===== src/hdl/copper_pkg.sv =====
/*
 * shared widths, types and constants for the slim copper coprocessor
 * every copper module imports this inside its body and uses scoped
 * names in its port list
 */
package copper_pkg;

    typedef logic [15:0] word_t;            // data, instruction or XR address word
    typedef logic [9:0]  copp_addr_t;       // copper memory word address
    typedef logic [10:0] hres_t;            // horizontal beam count
    typedef logic [10:0] vres_t;            // vertical beam count

    // current beam position from the video timing
    typedef struct packed {
        hres_t h;                           // pixel within the line
        vres_t v;                           // line within the frame
    } beam_pos_t;

    // one write on the XR register bus
    typedef struct packed {
        word_t addr;                        // region in [15:14], register offset below
        word_t data;
    } xr_write_t;

    // opcode field, instruction bits 13:12
    typedef enum logic [1:0] {
        OP_SET   = 2'b00,                   // SET xadr14,#im16 (two words)
        OP_SETM  = 2'b01,                   // no-op here, second word skipped
        OP_HVPOS = 2'b10,                   // HPOS/VPOS wait
        OP_BCC   = 2'b11                    // BGE/BLT
    } copp_opcode_t;

    // execution state
    typedef enum logic [1:0] {
        ST_FETCH  = 2'b00,                  // issue read at PC, stalls on a beam wait
        ST_DECODE = 2'b01,                  // first word arrives and is decoded
        ST_IMM    = 2'b10,                  // second word arrives
        ST_HOLD   = 2'b11                   // XR write pending until ack
    } copp_state_t;

    // instruction field positions
    localparam int B_OPCODE = 12;           // low bit of opcode, bit 13 clear means two words
    localparam int B_ARG    = 11;           // VPOS vs HPOS, BLT vs BGE
    localparam int B_ARG10  = 9;            // top bit of im10/cadr10

    // pseudo register decode
    localparam int COP_XREG     = 11;       // set in XR addr for copper internal regs
    localparam int COP_XREG_SUB = 0;        // 0 loads RA, 1 subtracts from RA

    localparam logic [1:0] XR_CONFIG_REGION = 2'b00;    // region that holds the pseudo regs

    // frame geometry
    localparam int TOTAL_WIDTH  = 800;
    localparam int TOTAL_HEIGHT = 525;

    // program restarts a few pixels before the frame wraps
    localparam int RESTART_H = TOTAL_WIDTH - 4;
    localparam int RESTART_V = TOTAL_HEIGHT - 1;

endpackage


===== src/hdl/copper_acc.sv =====
/*
 * copper accumulator RA and borrow flag B
 * written through the COP_RA and COP_RA_SUB pseudo registers
 * B is the unsigned borrow of the last subtract, read by BGE/BLT
 */
`timescale 1ns/1ps

module copper_acc (
    input  logic              clk,
    input  logic              cop_reset,
    input  logic              restart_i,
    input  logic              acc_wr_i,
    input  logic              acc_sub_i,
    input  copper_pkg::word_t acc_val_i,
    output logic              b_flag_o
);
    import copper_pkg::*;

    word_t       ra;
    logic [16:0] diff;      // borrow in bit 16

    assign diff = {1'b0, ra} - {1'b0, acc_val_i};

    always_ff @(posedge clk) begin
        if (cop_reset || restart_i) begin
            ra       <= '0;
            b_flag_o <= 1'b0;
        end else if (acc_wr_i) begin
            if (acc_sub_i) begin
                ra       <= diff[15:0];
                b_flag_o <= diff[16];   // set when RA < value
            end else begin
                ra       <= acc_val_i;  // plain load leaves B alone
            end
        end
    end

endmodule


===== src/hdl/copper_beam_watch.sv =====
/*
 * copper enable register, frame restart and beam position wait
 * restart is held while disabled and pulses once at the restart position
 * waiting drops a cycle after the selected beam count reaches the value
 */
`timescale 1ns/1ps

module copper_beam_watch (
    input  logic                  clk,
    input  logic                  cop_reset,
    input  copper_pkg::beam_pos_t beam_i,
    input  logic                  cop_xreg_wr_i,
    input  copper_pkg::word_t     cop_xreg_data_i,
    input  logic                  wait_start_i,
    input  logic                  wait_for_v_i,
    input  copper_pkg::hres_t     wait_val_i,
    output logic                  restart_o,
    output logic                  waiting_o
);
    import copper_pkg::*;

    logic  enable;
    logic  at_restart;      // beam sits just before frame start
    logic  reached;         // selected count >= wait value
    logic  wait_for_v;
    hres_t wait_val;

    assign at_restart = (beam_i.h == hres_t'(RESTART_H)) && (beam_i.v == vres_t'(RESTART_V));
    assign reached    = wait_for_v ? (beam_i.v >= vres_t'(wait_val)) : (beam_i.h >= wait_val);

    always_ff @(posedge clk) begin
        if (cop_reset) begin
            enable    <= 1'b0;
            restart_o <= 1'b1;
            waiting_o <= 1'b0;
        end else begin
            restart_o <= !enable || at_restart;
            if (cop_xreg_wr_i) enable <= cop_xreg_data_i[15];   // ctrl reg enable bit
            if (restart_o) waiting_o <= 1'b0;                   // restart drops any wait
            else if (wait_start_i) waiting_o <= 1'b1;
            else if (waiting_o && reached) waiting_o <= 1'b0;
        end
    end

    always_ff @(posedge clk) begin
        if (wait_start_i) begin
            wait_val   <= wait_val_i;
            wait_for_v <= wait_for_v_i;
        end
    end

endmodule


===== src/hdl/copper_ctrl.sv =====
/*
 * copper execution FSM
 * decodes each fetched word, routes SET data to the XR bus or to the
 * accumulator pseudo regs, starts beam waits and resolves BGE/BLT
 */
`timescale 1ns/1ps

module copper_ctrl (
    input  logic                   clk,
    input  logic                   cop_reset,
    input  logic                   restart_i,
    input  logic                   word_valid_i,
    input  copper_pkg::word_t      word_i,
    input  logic                   waiting_i,
    input  logic                   b_flag_i,
    input  logic                   xr_wr_ack_i,
    output logic                   fetch_req_o,
    output logic                   branch_o,
    output copper_pkg::copp_addr_t branch_target_o,
    output logic                   acc_wr_o,
    output logic                   acc_sub_o,
    output copper_pkg::word_t      acc_val_o,
    output logic                   wait_start_o,
    output logic                   wait_for_v_o,
    output copper_pkg::hres_t      wait_val_o,
    output logic                   xr_wr_en_o,
    output copper_pkg::xr_write_t  xr_wr_o
);
    import copper_pkg::*;

    copp_state_t  state;
    word_t        ir;           // first word of the executing instruction
    copp_opcode_t new_op;       // opcode of the word arriving now
    copp_opcode_t ir_op;
    logic         two_word;     // arriving word needs a second word
    logic         pseudo;       // ir targets a copper pseudo register

    assign new_op   = copp_opcode_t'(word_i[B_OPCODE +: 2]);
    assign ir_op    = copp_opcode_t'(ir[B_OPCODE +: 2]);
    assign two_word = !word_i[B_OPCODE+1];
    assign pseudo   = (ir[15:14] == XR_CONFIG_REGION) && ir[COP_XREG];

    // operands come straight off the arriving word
    assign branch_target_o = word_i[B_ARG10:0];
    assign wait_val_o      = hres_t'(word_i[B_ARG10:0]);
    assign wait_for_v_o    = word_i[B_ARG];
    assign acc_val_o       = word_i;                // immediate of SET
    assign acc_sub_o       = ir[COP_XREG_SUB];

    // one-cycle strobes to the units
    always_comb begin
        fetch_req_o  = 1'b0;
        branch_o     = 1'b0;
        acc_wr_o     = 1'b0;
        wait_start_o = 1'b0;
        case (state)
            ST_FETCH: fetch_req_o = !waiting_i;     // hold off while beam wait runs
            ST_DECODE: begin
                if (word_valid_i) begin
                    fetch_req_o  = two_word;        // second word read right away
                    wait_start_o = (new_op == OP_HVPOS);
                    // BGE takes on B clear, BLT on B set
                    branch_o     = (new_op == OP_BCC) && (b_flag_i == word_i[B_ARG]);
                end
            end
            ST_IMM: acc_wr_o = word_valid_i && (ir_op == OP_SET) && pseudo;
            default: ;
        endcase
    end

    always_ff @(posedge clk) begin
        if (cop_reset || restart_i) begin
            state      <= ST_FETCH;
            xr_wr_en_o <= 1'b0;
        end else begin
            case (state)
                ST_FETCH: begin
                    if (!waiting_i) state <= ST_DECODE;
                end
                ST_DECODE: begin
                    if (word_valid_i) state <= two_word ? ST_IMM : ST_FETCH;
                end
                ST_IMM: begin
                    if (word_valid_i) begin
                        if ((ir_op == OP_SET) && !pseudo) begin
                            xr_wr_en_o <= 1'b1;     // present write, held until ack
                            state      <= ST_HOLD;
                        end else begin
                            state      <= ST_FETCH; // pseudo reg write or SETM skip
                        end
                    end
                end
                ST_HOLD: begin
                    if (xr_wr_ack_i) begin
                        xr_wr_en_o <= 1'b0;
                        state      <= ST_FETCH;
                    end
                end
                default: state <= ST_FETCH;
            endcase
        end
    end

    // instruction and XR write payload
    always_ff @(posedge clk) begin
        if (state == ST_DECODE && word_valid_i) ir <= word_i;
        if (state == ST_IMM && word_valid_i) begin
            xr_wr_o.addr <= ir;     // SET word doubles as XR address
            xr_wr_o.data <= word_i;
        end
    end

    // pending write stays put until the bus takes it
    a_xr_wr_stable: assert property (@(posedge clk) disable iff (cop_reset || restart_i)
        (xr_wr_en_o && !xr_wr_ack_i) |=> (xr_wr_en_o && $stable(xr_wr_o)));

    // no memory read is issued while a write is pending
    a_no_fetch_in_write: assert property (@(posedge clk) disable iff (cop_reset)
        !(fetch_req_o && xr_wr_en_o));

endmodule


===== src/hdl/copper_fetch.sv =====
/*
 * copper program counter and memory read port
 * a fetch request reads the word at PC and bumps PC, a branch loads PC
 * the word comes back one cycle after the read, marked by word_valid_o
 */
`timescale 1ns/1ps

module copper_fetch (
    input  logic                   clk,
    input  logic                   cop_reset,
    input  logic                   restart_i,
    input  logic                   fetch_req_i,
    input  logic                   branch_i,
    input  copper_pkg::copp_addr_t branch_target_i,
    output logic                   copmem_rd_en_o,
    output copper_pkg::copp_addr_t copmem_rd_addr_o,
    input  copper_pkg::word_t      copmem_rd_data_i,
    output logic                   word_valid_o,
    output copper_pkg::word_t      word_o
);
    import copper_pkg::*;

    copp_addr_t pc;

    assign word_o = copmem_rd_data_i;   // memory has its own output register

    always_ff @(posedge clk) begin
        if (cop_reset || restart_i) begin
            pc             <= '0;       // program starts at word 0
            copmem_rd_en_o <= 1'b0;
            word_valid_o   <= 1'b0;
        end else begin
            copmem_rd_en_o <= fetch_req_i;      // one-cycle read pulse
            word_valid_o   <= copmem_rd_en_o;   // data lands a cycle later
            if (fetch_req_i) begin
                pc <= pc + 1'b1;
            end else if (branch_i) begin
                pc <= branch_target_i;
            end
        end
    end

    always_ff @(posedge clk) begin
        if (fetch_req_i) copmem_rd_addr_o <= pc;
    end

    // controller never reads and branches in the same cycle
    a_branch_xor_fetch: assert property (@(posedge clk) disable iff (cop_reset)
        !(branch_i && fetch_req_i));

endmodule


===== src/hdl/copper_top.sv =====
/*
 * slim copper top level
 * connects the controller to its fetch, accumulator and beam watch units
 * plug into the video core next to copper memory and the XR bus
 */
`timescale 1ns/1ps

module copper_top (
    input  logic                   clk,
    input  logic                   cop_reset,
    input  copper_pkg::beam_pos_t  beam_i,
    input  logic                   cop_xreg_wr_i,
    input  copper_pkg::word_t      cop_xreg_data_i,
    output logic                   copmem_rd_en_o,
    output copper_pkg::copp_addr_t copmem_rd_addr_o,
    input  copper_pkg::word_t      copmem_rd_data_i,
    output logic                   xr_wr_en_o,
    output copper_pkg::xr_write_t  xr_wr_o,
    input  logic                   xr_wr_ack_i
);
    import copper_pkg::*;

    logic       restart;        // level, clears all units
    logic       fetch_req;
    logic       branch;
    copp_addr_t branch_target;
    logic       word_valid;     // word below is valid this cycle
    word_t      word;
    logic       acc_wr;
    logic       acc_sub;
    word_t      acc_val;
    logic       b_flag;
    logic       wait_start;
    logic       wait_for_v;
    hres_t      wait_val;
    logic       waiting;

    copper_ctrl ctrl0 (
        .clk, .cop_reset, .restart_i(restart), .word_valid_i(word_valid), .word_i(word),
        .waiting_i(waiting), .b_flag_i(b_flag), .xr_wr_ack_i, .fetch_req_o(fetch_req),
        .branch_o(branch), .branch_target_o(branch_target), .acc_wr_o(acc_wr),
        .acc_sub_o(acc_sub), .acc_val_o(acc_val), .wait_start_o(wait_start),
        .wait_for_v_o(wait_for_v), .wait_val_o(wait_val), .xr_wr_en_o, .xr_wr_o
    );

    copper_fetch fetch0 (
        .clk, .cop_reset, .restart_i(restart), .fetch_req_i(fetch_req), .branch_i(branch),
        .branch_target_i(branch_target), .copmem_rd_en_o, .copmem_rd_addr_o,
        .copmem_rd_data_i, .word_valid_o(word_valid), .word_o(word)
    );

    copper_acc acc0 (
        .clk, .cop_reset, .restart_i(restart), .acc_wr_i(acc_wr), .acc_sub_i(acc_sub),
        .acc_val_i(acc_val), .b_flag_o(b_flag)
    );

    copper_beam_watch beam0 (
        .clk, .cop_reset, .beam_i, .cop_xreg_wr_i, .cop_xreg_data_i,
        .wait_start_i(wait_start), .wait_for_v_i(wait_for_v), .wait_val_i(wait_val),
        .restart_o(restart), .waiting_o(waiting)
    );

endmodule


===== config.mk =====
export PLATFORM = sky130hd
export DESIGN_NAME = copper_top
export DESIGN_NICKNAME = d
export VERILOG_FILES = /design/src/hdl/copper_pkg.sv /design/src/hdl/copper_acc.sv /design/src/hdl/copper_beam_watch.sv /design/src/hdl/copper_ctrl.sv /design/src/hdl/copper_fetch.sv /design/src/hdl/copper_top.sv
export SDC_FILE = /design/constraint.sdc
export NUM_CORES = 1
export LEC_CHECK = 0
export BUFFER_PORTS_ARGS = -buffer_cell sky130_fd_sc_hd__buf_2
export CAP_MARGIN = 5
export CORE_MARGIN = 8
export CORE_UTILIZATION = 45
export DETAILED_ROUTE_END_ITERATION = 7
export PLACE_DENSITY = 0.66
export SLEW_MARGIN = 5
export SYNTH_ARGS = -nofsm -noshare
export SYNTH_HDL_FRONTEND = slang
export SYNTH_HIERARCHICAL = 1
export SYNTH_SLANG_ARGS = --single-unit

===== constraint.sdc =====
create_clock -name clk -period 5.04 [get_ports clk]
set_input_delay 0.252 -clock clk [delete_from_list [all_inputs] [get_ports clk]]
set_output_delay 0.252 -clock clk [all_outputs]
set_load 0.01 [all_outputs]

---- Word-level counts from Yosys, hierarchy flattened ----
Index checks and enable logic that the tools add are counted.
operators by class
  add/subtract/negate cells ............... 2
  $mul .................................... 0
  div/mod/pow operators ................... 0
  $lt $le $gt $ge ......................... 2
  eq/ne operators ......................... 13
  shift-type cells ........................ 0
  muxes and demuxes ....................... 24
  bitwise operators ....................... 0
  reduce and logical (&&, ||, !) cells .... 25
operators with widths
  operator                                               count
  equality test 11 x 10 -> 1 bit, second input constant  2
  >= comparator 11 x 10 -> 1 bit                         2
  two-way mux 10 bit                                     2
  subtractor 16 x 16 -> 17 bit                           1
  two-way mux 16 bit                                     1
  two-way mux 1 bit                                      12
  two-way mux 2 bit                                      6
  adder 10 x 1 -> 10 bit, second input constant          1
  logical AND 1 bit                                      9
  equality test 2 bit, second input constant             4
  case mux 2 bit (4 select lines)                        1
  AND reduction 4 bit                                    2
  zero test 2 bit                                        3
  != test 2 x 1 -> 1 bit, second input constant          3
  nonzero test 2 bit                                     3
  zero test 1 bit                                        4
  != test 2 bit, second input constant                   2
  case mux 1 bit (2 select lines)                        2
  equality test 2 x 1 -> 1 bit, second input constant    1
  logical OR 1 bit                                       2
  AND reduction 2 bit                                    1
  OR reduction 2 bit                                     1
  equality test 1 bit                                    1
word-level totals
  flip-flop bits (word level) ............. 104
  bits in latches ......................... 0
  bits in writable memories ............... 0
  memory bits (read-only) ................. 0
  memories kept ........................... 0

---- Depth between registers and ports, before layout ----
Gate-level depths: netlist of run 1.
  word-level depth ........................ 7
  gate-level depth with buffers ........... 11
  gate-level depth less buffers ........... 9

---- Hierarchy ----
Netlist of run 1, hierarchy kept.
modules (own cells, without submodules)
  module             instances  cells each  area an instance (um^2)  seq. area each (um^2)
  copper_ctrl        1          121         2019.4                   1501.4
  copper_acc         1          211         1611.5                   340.3
  copper_fetch       1          102         1088.5                   540.5
  copper_beam_watch  1          91          1017.2                   420.4

---- Worst setup path before layout of run 1 ----
OpenSTA, ideal clock, no wires.
  path type ............................... register to register
  start ................................... reg ctrl0.state[1]
  end ..................................... reg acc0.ra[5]
  arrival ................................. 2.889 ns
  required time ........................... 4.923 ns
  path slack .............................. 2.034 ns
  stages on the path, launching flop included .. 9
  buffers on the path ..................... 3
  path through ............................ dfxtp_1 -> clkbuf_1 -> and3b_1 -> nor4b_1 -> clkbuf_1 -> clkbuf_1 -> o21ai_0 -> a31oi_1 -> nor2_1
between the ends
  cells in the longest elaborated chain, start to end .. 2
RTL lines
  what                    line               text
  from (decl)             copper_ctrl.sv:31  copp_state_t state;
  from (signal assigned)  copper_ctrl.sv:81  if (word_valid_i) state <= two_word ? ST_IMM : ST_FETCH;
  equality test 2 bit     copper_ctrl.sv:56  case (state)
  two-way mux 1 bit       copper_ctrl.sv:56
  named net acc_wr        copper_top.sv:29   logic acc_wr;
  to (signal assigned)    copper_acc.sv:30   ra <= diff[15:0];
  to (signal assigned)    copper_acc.sv:33   ra <= acc_val_i;
  to (decl)               copper_acc.sv:19   word_t ra;
The timed path passes the listed nets, and every way through them passes these cells.
A chain may end at the register's enable or synchronous reset.

---- Worst setup path after layout of run 1 ----
  start ................................... reg ctrl0.state[0]
  end ..................................... reg fetch0.pc[6]
between the ends
  cells in the longest elaborated chain, start to end .. 3
  elaborated cells on any way between the ends .. 6
  those cells by class .................... eq/ne: 1; mux: 3; reduce/logical: 2
RTL lines
  what                          line                text
  equality test 2 x 1 -> 1 bit  copper_ctrl.sv:56
  two-way mux 1 bit             copper_ctrl.sv:56
  named net branch              copper_top.sv:25    logic branch;
  nonzero test 2 bit (no line)  --
  to (signal assigned)          copper_fetch.sv:36  pc <= pc + 1'b1;
  to (signal assigned)          copper_fetch.sv:38  pc <= branch_target_i;
  to (decl)                     copper_fetch.sv:23  copp_addr_t pc;
The timed path passes the listed nets, and every way through them passes these cells.

==> results of run 1 <==
report_power, final:
part	total, mW	switching (mW)	leakage, nW	internal (mW)
clock	0.671	0.326	0.144	0.345
sequential	0.919	0.00267	0.942	0.916
combinational	0.0971	0.0586	1.44	0.0386
total	1.69	0.387	2.53	1.30
placed cells by master (no fill, tap or decap), types with 3 or more instances in the layout:
master and instances:
nor3_1 4, buf_2 86, a21oi_2 5, a2111oi_2 4, dfxtp_1 35, mux2_2 5, nand2_1 24, a221oi_1 3
nand4_1 3, a31oi_1 8, a211oi_1 9, nor2_1 29, a21oi_1 23, edfxtp_1 70, o21ai_0 27, xnor2_1 5
inv_1 36, nor3b_1 3, a21o_1 8, ha_1 39, and2_1 3, xor2_1 3, o2111ai_1 4, nor2b_1 9
or3_1 6, nand3_1 11, o211ai_1 5, nand2b_1 9, mux2i_1 10, inv_6 4, buf_4 4, clkbuf_16 9
per-stage QoR:
step,cell area (µm²),instances,power [mW]
after CTS,6233,734,1.703
after global placement,5947,718,1.032
after floorplan,5737,525,1.022
after detailed placement,5947,718,1.036
after global routing,6233,734,1.748
final,6233,734,1.686
cell type report:
class,count,area [µm²],area share (%)
sequential,105,2803,44.96
multi-input combinational,315,2333,37.43
timing repair buffer,90,460.4,7.387
clock buffer,9,225.2,3.613
tap,172,215.2,3.452
inverter,36,135.1,2.168
clock inverter,7,61.31,0.9835
logic make-up after synthesis:
family          synth area share [%]
compound gates                 15.46
xor+xnor                       1.221
fa+ha+maj                      8.855
buf+inv                        10.62
flops                          48.85
mux                            2.726
other cells                  0.06537
simple gates                   12.19
state kept, by name (all words and copies together) (netlist names), 2 cells and up:
signal / flops
beam0/wait_val: 11
ctrl0/state: 2
ctrl0/xr_wr_o: 32
ctrl0/ir: 16
acc0/ra: 16
fetch0/pc: 10
fetch0/copmem_rd_addr_o: 10
critical path: stages, from the launching register on:
cell and delay (ns):
dfxtp_1 0.52, and3b_1 0.77, nand2_1 0.16, nor2_1 0.48, and2b_1 0.34, a311oi_1 0.10, a2111oi_2 0.35
worst paths after layout:
| path | start | to | slack (ns) |
|---|---|---|---|
| hold reg to reg | ctrl0/ir[8] | ctrl0/xr_wr_o[24] | 0.42 |
| setup / recovery | ctrl0/state[0] | fetch0/pc[6] | 2.22 |
| hold / removal | beam_i[0] | beam0/restart_o | 0.13 |
| setup reg to reg | ctrl0/state[0] | fetch0/pc[6] | 2.22 |
per-layer routing:
layer | global-route usage, % | vias up | routed length (µm)
li1 | - | 1948 | -
met1 | 18.32 | 1917 | 5431
met2 | 25.65 | 96 | 5958
met3 | 4.386 | 25 | 759
met4 | 6.704 | 0 | 350
met5 | 0 | - | 0
==> impl_metrics.toml, run 1 <==
[timing]
setup_tns_ns = 0
max_slew.worst_pin.slew_ns = 1.005
f_max_mhz = 354.9
rsz_0062_raised_after_global_routing = "no"
report.final.setup_viol = 0
fin_crit_sh_pct = 55.91
timing.slew.headroom_pct = 32.75
timing.clock.skew_ns = 0.008141
finalHoldViolCount = 0
final_worst_hold_slack_ns = 0.1307
fin_ws_ns = 2.222
max_slew_violation_count = 0
fin_crit_ns = 2.818

[route]
routedWlPerCell_um = 17.03
vias_per_cell = 5.431
drt_first_iter_violations = 323
detail_route.drc_violations = 0
detail-route-antenna-nets = 0
detail_route.first_pass.iterations = 5
via_count = 3986
postRouteWirelength_mm = 12.50

[grt]
grt_util_all_layers_pct = 15.45
grt_start_max_net_pins = 35
grt-ovfl-total = 0
number_of_antenna_violations_at_the_first_check_in_global_routing = 0
first_global_vias = 4026
global_route_wire_length_before_repair_mm = 20.29

[placed_design]
hpwl_mm = 9.293
place_ws_ns = 2.228
portBuffers = 86
finalWeightedCongestion = 0.8773

[synth]
netlist_top_cells_area = "edfxtp_1 37%, dfxtp_1 12%, ha_1 8.5%"
synth-edff-count = 70
ys_top_cells_by_count = "70 x edfxtp_1, 54 x buf_4, 39 x ha_1"
synth_top_area_share_pct = 36.64
synthMostInstantiatedCell = "edfxtp_1"
synth_cells = 525
ys_async_sr_fraction_pct = 0
ys.flop_type = "edfxtp_1"
seq_area_frac_synth_pct = 48.85
syn_nets = 623
syn-mean-instance-area_um2 = 10.93
synth.largest_area_cell = "edfxtp_1"
synth-warning-count = 6
synthDistinctLibCells = 75
synth_register_bits = 105
cell_area_after_synthesis_um2 = 5737

[clock_tree]
cts-resized-gates = 0
cts-buffers-inserted = 9
cts.sink_count = 105
path_clk_slew_ns = 0.07
cts_buffer_depth = 2
cts.hold.buffers_added = 0
clk_latency_ns = 0.34
cts.htree.levels = 3
clock_tree_from_tritoncts = "done"
cts.root.buffer_cell = "clkbuf_16"
postCtsSetupRepairBufs = 0

[setup_path]
worst-path-max-fanout = 17
critical_path_data_required_time_ns = 5.28
worst_setup_path_end_kind = "flop"
setup.worst_path.start_class = "flop"
reg2regPathDepth = 6
worstSetupPathType = "reg2reg"
worst_ep_arrival_time_ns = 3.06

[layout]
insertedDiodeCount = 0
layout.filler_cells = 1168
layout.core_utilization_pct = 49.80
final_layout_size_suffix_gt1_share_pct = 23.84
synthToLayoutAreaGrowth_pct = 8.659
design.final.nets = 655

[power]
worst_ir_drop_vdd_mv = 0.1504
power_density_nw_per_um2 = 270.5
power.static_leakage_nw = 2.525

[floorplanning]
boundaryPins = 102
fp-row-count = 41
die-width_um = 128.9
design.core.area_um2 = 12520
start_util_pct = 45.83
dieArea_um2 = 16620
fp.dieH_um = 128.9

[flow_run]
drv.max_cap_violation_count = 0

[hold_path]
hold_path.class = "in2reg"
worst_hold_path.num_cells = 2

[status]
status = "complete, no violations"
(Power assumes the default switching activity.)
==> run 2, diff against run 1 <==
--- a/config.mk
+++ b/config.mk
@@ -5,6 +5,7 @@
 export SDC_FILE = /design/constraint.sdc
 export NUM_CORES = 1
 export LEC_CHECK = 0
+export ABC_AREA = 1
 export BUFFER_PORTS_ARGS = -buffer_cell sky130_fd_sc_hd__buf_2
 export CAP_MARGIN = 5
 export CORE_MARGIN = 8
==> constraint.sdc (replaced) <==
create_clock -name clk -period 2.9 [get_ports clk]
set_input_delay 0.145 -clock clk [delete_from_list [all_inputs] [get_ports clk]]
set_output_delay 0.145 -clock clk [all_outputs]
set_load 0.01 [all_outputs]
==> run 2 against run 1 <==
Final area up 6.9%; die area grew 5.4%; clock power increased by 98%; critical path type unchanged; highest routed layer unchanged.
==> impl_metrics.toml, run 2 <==
[status]
status = "complete, no violations"

[route]
routedWlPerCell_um = 14.20
detail_route.first_pass.iterations = 5
detail_route.drc_violations = 0
drt_first_iter_violations = 328
detail-route-antenna-nets = 0
vias_per_cell = 4.920
postRouteWirelength_mm = 13.42
via_count = 4649

[flow_run]
drv.max_cap_violation_count = 0

[power]
clockPowerShare_pct = 42.5
power_density_nw_per_um2 = 470.2
net-switching-power_mw = 0.6941
internal_power_mw = 2.439
power_mw = 3.133
share_seq_of_total_power_pct = 51.0
power.static_leakage_nw = 3.094
worst_ir_drop_vdd_mv = 0.2594
sw_frac_of_total_pct = 22.16
pwr-share-comb_pct = 6.5

[timing]
finalHoldViolCount = 0
fin_crit_ns = 2.148
report.final.setup_viol = 0
fin_ws_ns = 0.7518
rsz_0062_raised_after_global_routing = "no"
final_worst_hold_slack_ns = 0.01458
timing.slew.headroom_pct = 36.02
f_max_mhz = 465.5
max_slew.worst_pin.slew_ns = 0.9574
max_slew_violation_count = 0
fin_crit_sh_pct = 74.08
timing.clock.skew_ns = 0.01115
setup_tns_ns = 0

[layout]
layout.filler_cells = 1265
synthToLayoutAreaGrowth_pct = 9.365
design.final.nets = 862
largestRegisters = "ctrl0/xr_wr_o (32), acc0/ra (16), ctrl0/ir (16)"
largest_reg_flops = 32
final_layout_size_suffix_gt1_share_pct = 19.38
final_cells = 945
layout.cells.most_common = "nand2_1"
insertedDiodeCount = 0
layout.cells.most_common_list = "192 x nand2_1, 112 x inv_1, 86 x buf_2, 70 x edfxtp_1, 46 x a21oi_1"
largest-register = "ctrl0/xr_wr_o"

[grt]
grt-ovfl-total = 0
global_route_wire_length_before_repair_mm = 21.88
grt_util_all_layers_pct = 15.13
grt_start_max_net_pins = 33
number_of_antenna_violations_at_the_first_check_in_global_routing = 0
first_global_vias = 4486

[synth]
ys_top_cells_by_count = "192 x nand2_1, 112 x inv_1, 70 x edfxtp_1"
synth-edff-count = 70
syn_nets = 821
synthMostInstantiatedCell = "nand2_1"
ys.flop_type = "edfxtp_1"
synth-warning-count = 6
netlist_top_cells_area = "edfxtp_1 35%, nand2_1 12%, dfxtp_1 12%"
synth_cells = 723
seq_area_frac_synth_pct = 46.01
syn-mean-instance-area_um2 = 8.426
synthDistinctLibCells = 39
synth_top_area_share_pct = 34.50
cell_area_after_synthesis_um2 = 6092
synth_register_bits = 105
synth.largest_area_cell = "edfxtp_1"
ys_async_sr_fraction_pct = 0

[hold_path]
hold_path_startpoint = "copmem_rd_data_i[15]"
hold_path.class = "in2reg"

[setup_path]
critical_path.startpoint = "ctrl0/state[1]"
worst-path-max-fanout = 22
worst_ep_arrival_time_ns = 2.42
critical_path_data_required_time_ns = 3.17
worst_setup_path_end_kind = "flop"
worstSetupPathType = "reg2reg"
r2r-start = "ctrl0/state[1]"
setup.worst_path.start_class = "flop"

[clock_tree]
clk_latency_ns = 0.34
cts.root.buffer_cell = "clkbuf_16"
cts.htree.levels = 3
path_clk_slew_ns = 0.07
cts.sink_count = 105
cts-buffers-inserted = 9
clock_tree_from_tritoncts = "done"
cts_buffer_depth = 2
postCtsSetupRepairBufs = 0

[floorplanning]
boundaryPins = 102
dieArea_um2 = 17520
design.core.area_um2 = 13240
fp.dieH_um = 132.4
die-width_um = 132.4
start_util_pct = 46.00
fp-row-count = 42

[placed_design]
finalWeightedCongestion = 0.9150
portBuffers = 86
placed_cells_incl_taps = 928
place_ws_ns = 0.7928
hpwl_mm = 10.11
## run 2: repair_timing
item,CTS,global route
endpoints found under the hold margin,1,0
gates resized for setup,0,0
hold buffers,1,0
## run 2: cell type report
type                       count  area (µm²)  share of cell area [%]
clock buffer                   9       225.2                   3.380
clock inverter                 7       106.4                   1.596
timing repair buffer          93       485.5                   7.286
inverter                     118       442.9                   6.648
sequential                   105        2803                   42.07
tap                          176       220.2                   3.305
multi-input combinational    437        2380                   35.72
## run 2: worst paths after layout
kind	end	slack (ns)	cells past startpoint
worst max-delay path	acc0/ra[15]	0.75	7
worst min-delay path	ctrl0/ir[15]	0.01	1
worst max register to register	acc0/ra[15]	0.75	7
worst min register to register	ctrl0/xr_wr_o[23]	0.42	0
## run 2: logic make-up (layout without fill, tap and decap cells)
logic type | count (synthesis) | after routing | synth area share [%]
XOR/XNOR | 2 | 2 | 0.2876
adder cells (fa/ha/maj) | 40 | 40 | 8.339
AND/OR/NAND/NOR | 315 | 315 | 22.45
flip-flops | 105 | 105 | 46.01
buffers and inverters | 181 | 227 | 15.05
other | 1 | 1 | 0.06156
AO/OA/AOI/OAI | 79 | 79 | 7.805
## run 2: metrics by stage
stage	utilization, %	instance area [µm²]
after floorplan	-	6092
after global placement	47.73	6321
after detailed placement	47.73	6321
after CTS	50.31	6663
after global routing	50.31	6663
final	50.31	6663
## run 2: power groups by stage
stage,Clock [mW],Combinational (mW),Sequential (mW)
2_1_floorplan,0,0.170,1.64
3_3_place_gp,0,0.195,1.63
3_5_place_dp,0,0.201,1.63
4_1_cts,1.36,0.203,1.60
5_1_grt,1.42,0.228,1.60
6_report,1.33,0.202,1.60
## run 2: metal layers
| metal | part of all wire [%] | GRT usage, % | routed length (µm) |
|---|---|---|---|
| met1 | 43 | 18.27 | 5777 |
| met2 | 48 | 25.33 | 6375 |
| met3 | 7.3 | 3.963 | 974 |
| met4 | 2.2 | 5.552 | 289 |
| met5 | 0 | 0 | 0 |
## run 2: worst max-delay path, cell delays in order, from the launching register on
cell     delay, ns
dfxtp_1       0.46
nand2_2       0.13
nor4_1        0.42
buf_4         0.27
inv_1         0.34
a21oi_1       0.25
nand2_1       0.09
a21oi_2       0.12
==> run 3, diff against run 2 <==
==> constraint.sdc (replaced) <==
create_clock -name clk -period 2 [get_ports clk]
set_input_delay 0.1 -clock clk [delete_from_list [all_inputs] [get_ports clk]]
set_output_delay 0.1 -clock clk [all_outputs]
set_load 0.01 [all_outputs]
==> run 3 against run 2 <==
Via count rose by 0.65%; worst hold slack improved by 0.0030 ns; non-clock buffer count rose by 14; global-route usage rose by 0.33 points; flip-flop and latch count did not move; routed wire length rose by 1.7%; setup slack got worse by 0.60 ns; highest routed layer unchanged; clock skew fell by 0.00095 ns.
==> impl_metrics.toml, run 3 (synthesis results as in run 2) <==
[setup_path]
timing.critical_path.buf_inv = 2
critical_path.cell_chain = "inv_1, ha_1, fa_1, inv_1, nand3_1, nand3_2, a21oi_1, or2_1, nand3_1, nand2_1, a21oi_1"
critical_path.max_stage_delay_ns = 0.36
path_delay_family = "adder cells"
critical_path_data_required_time_ns = 2.28
worstSetupPathType = "reg2reg"
worst_setup_path_end_kind = "flop"
worst-path-max-fanout = 4
critical_path.slowest_cell = "fa_1"
path_depth = 11
reg2regPathDepth = 11
setup.worst_path.start_class = "flop"
worst_ep_arrival_time_ns = 2.13

[route]
drt_first_iter_violations = 267
detail_route.drc_violations = 0
detail-route-antenna-nets = 0
routedWlPerCell_um = 14.23
detail_route.first_pass.iterations = 5
via_count = 4679
postRouteWirelength_mm = 13.64
vias_per_cell = 4.879

[timing]
rsz_0062_raised_after_global_routing = "no"
timing.clock.skew_ns = 0.01020
fin_crit_sh_pct = 92.25
max_slew.worst_pin.slew_ns = 0.5495
max_slew_violation_count = 0
setup_tns_ns = 0
report.final.setup_viol = 0
finalHoldViolCount = 0
timing.slew.headroom_pct = 63.33
fin_crit_ns = 1.845
f_max_mhz = 542.0

[clock_tree]
path_clk_slew_ns = 0.07
cts-buffers-inserted = 9
clk_latency_ns = 0.35
cts.root.buffer_cell = "clkbuf_16"
cts.htree.levels = 3
cts.sink_count = 105
cts_buffer_depth = 2
clock_tree_from_tritoncts = "done"

[layout]
synthToLayoutAreaGrowth_pct = 11.15
largestRegisters = "ctrl0/xr_wr_o (32), acc0/ra (16), ctrl0/ir (16)"
insertedDiodeCount = 0
design.final.nets = 876
layout.cell_area.non_filler_um2 = 6771
layout.core_utilization_pct = 51.13
largest_reg_flops = 32
largest-register = "ctrl0/xr_wr_o"
layout.cells.most_common_list = "192 x nand2_1, 112 x inv_1, 86 x buf_2, 70 x edfxtp_1, 46 x a21oi_1"
layout.cells.most_common = "nand2_1"
final_layout_size_suffix_gt1_share_pct = 20.56

[status]
status = "complete, no violations"

[grt]
number_of_antenna_violations_at_the_first_check_in_global_routing = 0
first_global_vias = 4587
grt-ovfl-total = 0
grt_start_max_net_pins = 23
grt_util_all_layers_pct = 15.46
global_route_wire_length_before_repair_mm = 22.13

[hold_path]
hold_path.class = "in2reg"
worst_hold_path.num_cells = 1

[floorplanning]
fp-row-count = 42
fp.dieH_um = 132.4
design.core.area_um2 = 13240
die-width_um = 132.4
start_util_pct = 46.00
dieArea_um2 = 17520
boundaryPins = 102

[power]
worst_ir_drop_vdd_mv = 0.4433
power_density_nw_per_um2 = 647.5
power.static_leakage_nw = 3.157

[placed_design]
place_area_um2 = 6405
portBuffers = 86
finalWeightedCongestion = 0.9313
hpwl_mm = 10.56

[flow_run]
drv.max_cap_violation_count = 0
## run 3: cell types whose count changed in the layout (fill, tap and decap cells not counted), sizes merged
cell,delta
clkinv,+1
bufinv,-2
dlygate4sd3,+4
inv,+1
buf,+10
## run 3: power breakdown
part	internal, mW	total, mW	switching [mW]
logic	0.118	0.308	0.190
clock network	0.891	1.76	0.869
registers	2.31	2.32	0.00580
total	3.32	4.38	1.06
## run 3: final cells by class
type	instances	area [µm²]
clock buffer	9	225.2
inverter	118	442.9
clock inverter	7	78.83
sequential	105	2803
multi-input combinational	437	2401
tap	176	220.2
fill	1260	6471
timing repair buffer	107	600.6
## run 3: final timing paths
check,start,endpoint,slack (ns)
setup / recovery,acc0/ra[0],acc0/ra[8],0.15
hold / removal,copmem_rd_data_i[13],ctrl0/xr_wr_o[13],0.02
setup reg to reg,acc0/ra[0],acc0/ra[8],0.15
hold reg to reg,ctrl0/ir[4],ctrl0/xr_wr_o[20],0.42
## run 3: per-stage QoR
step	setup slack (ns)	hold WS, ns	power [mW]	std cells
final	0.1550	0.01762	4.385	959
after global routing	0.01845	0.01738	4.547	959
after CTS	0.09667	0.008048	4.433	959
after detailed placement	0.1112	0.3056	2.667	938
after global placement	0.1828	0.2963	2.658	938
after floorplan	0.09383	0.1935	2.618	723
## run 3: repair_timing
item                                    CTS  global route
endpoints found under the setup margin    0             5
buffers inserted                          0             0
hold buffers                              5             0
endpoints found under the hold margin     7             0
gates resized for setup                   0             2
## run 3: per-layer routing
| layer | wire length (µm) | GRT usage (%) | up-vias |
|---|---|---|---|
| met4 | 344 | 7.066 | 0 |
| met1 | 6005 | 18.19 | 2155 |
| met2 | 6680 | 26.46 | 94 |
| met3 | 613 | 3.239 | 23 |
| li1 | - | - | 2407 |
| met5 | 0 | 0 | - |
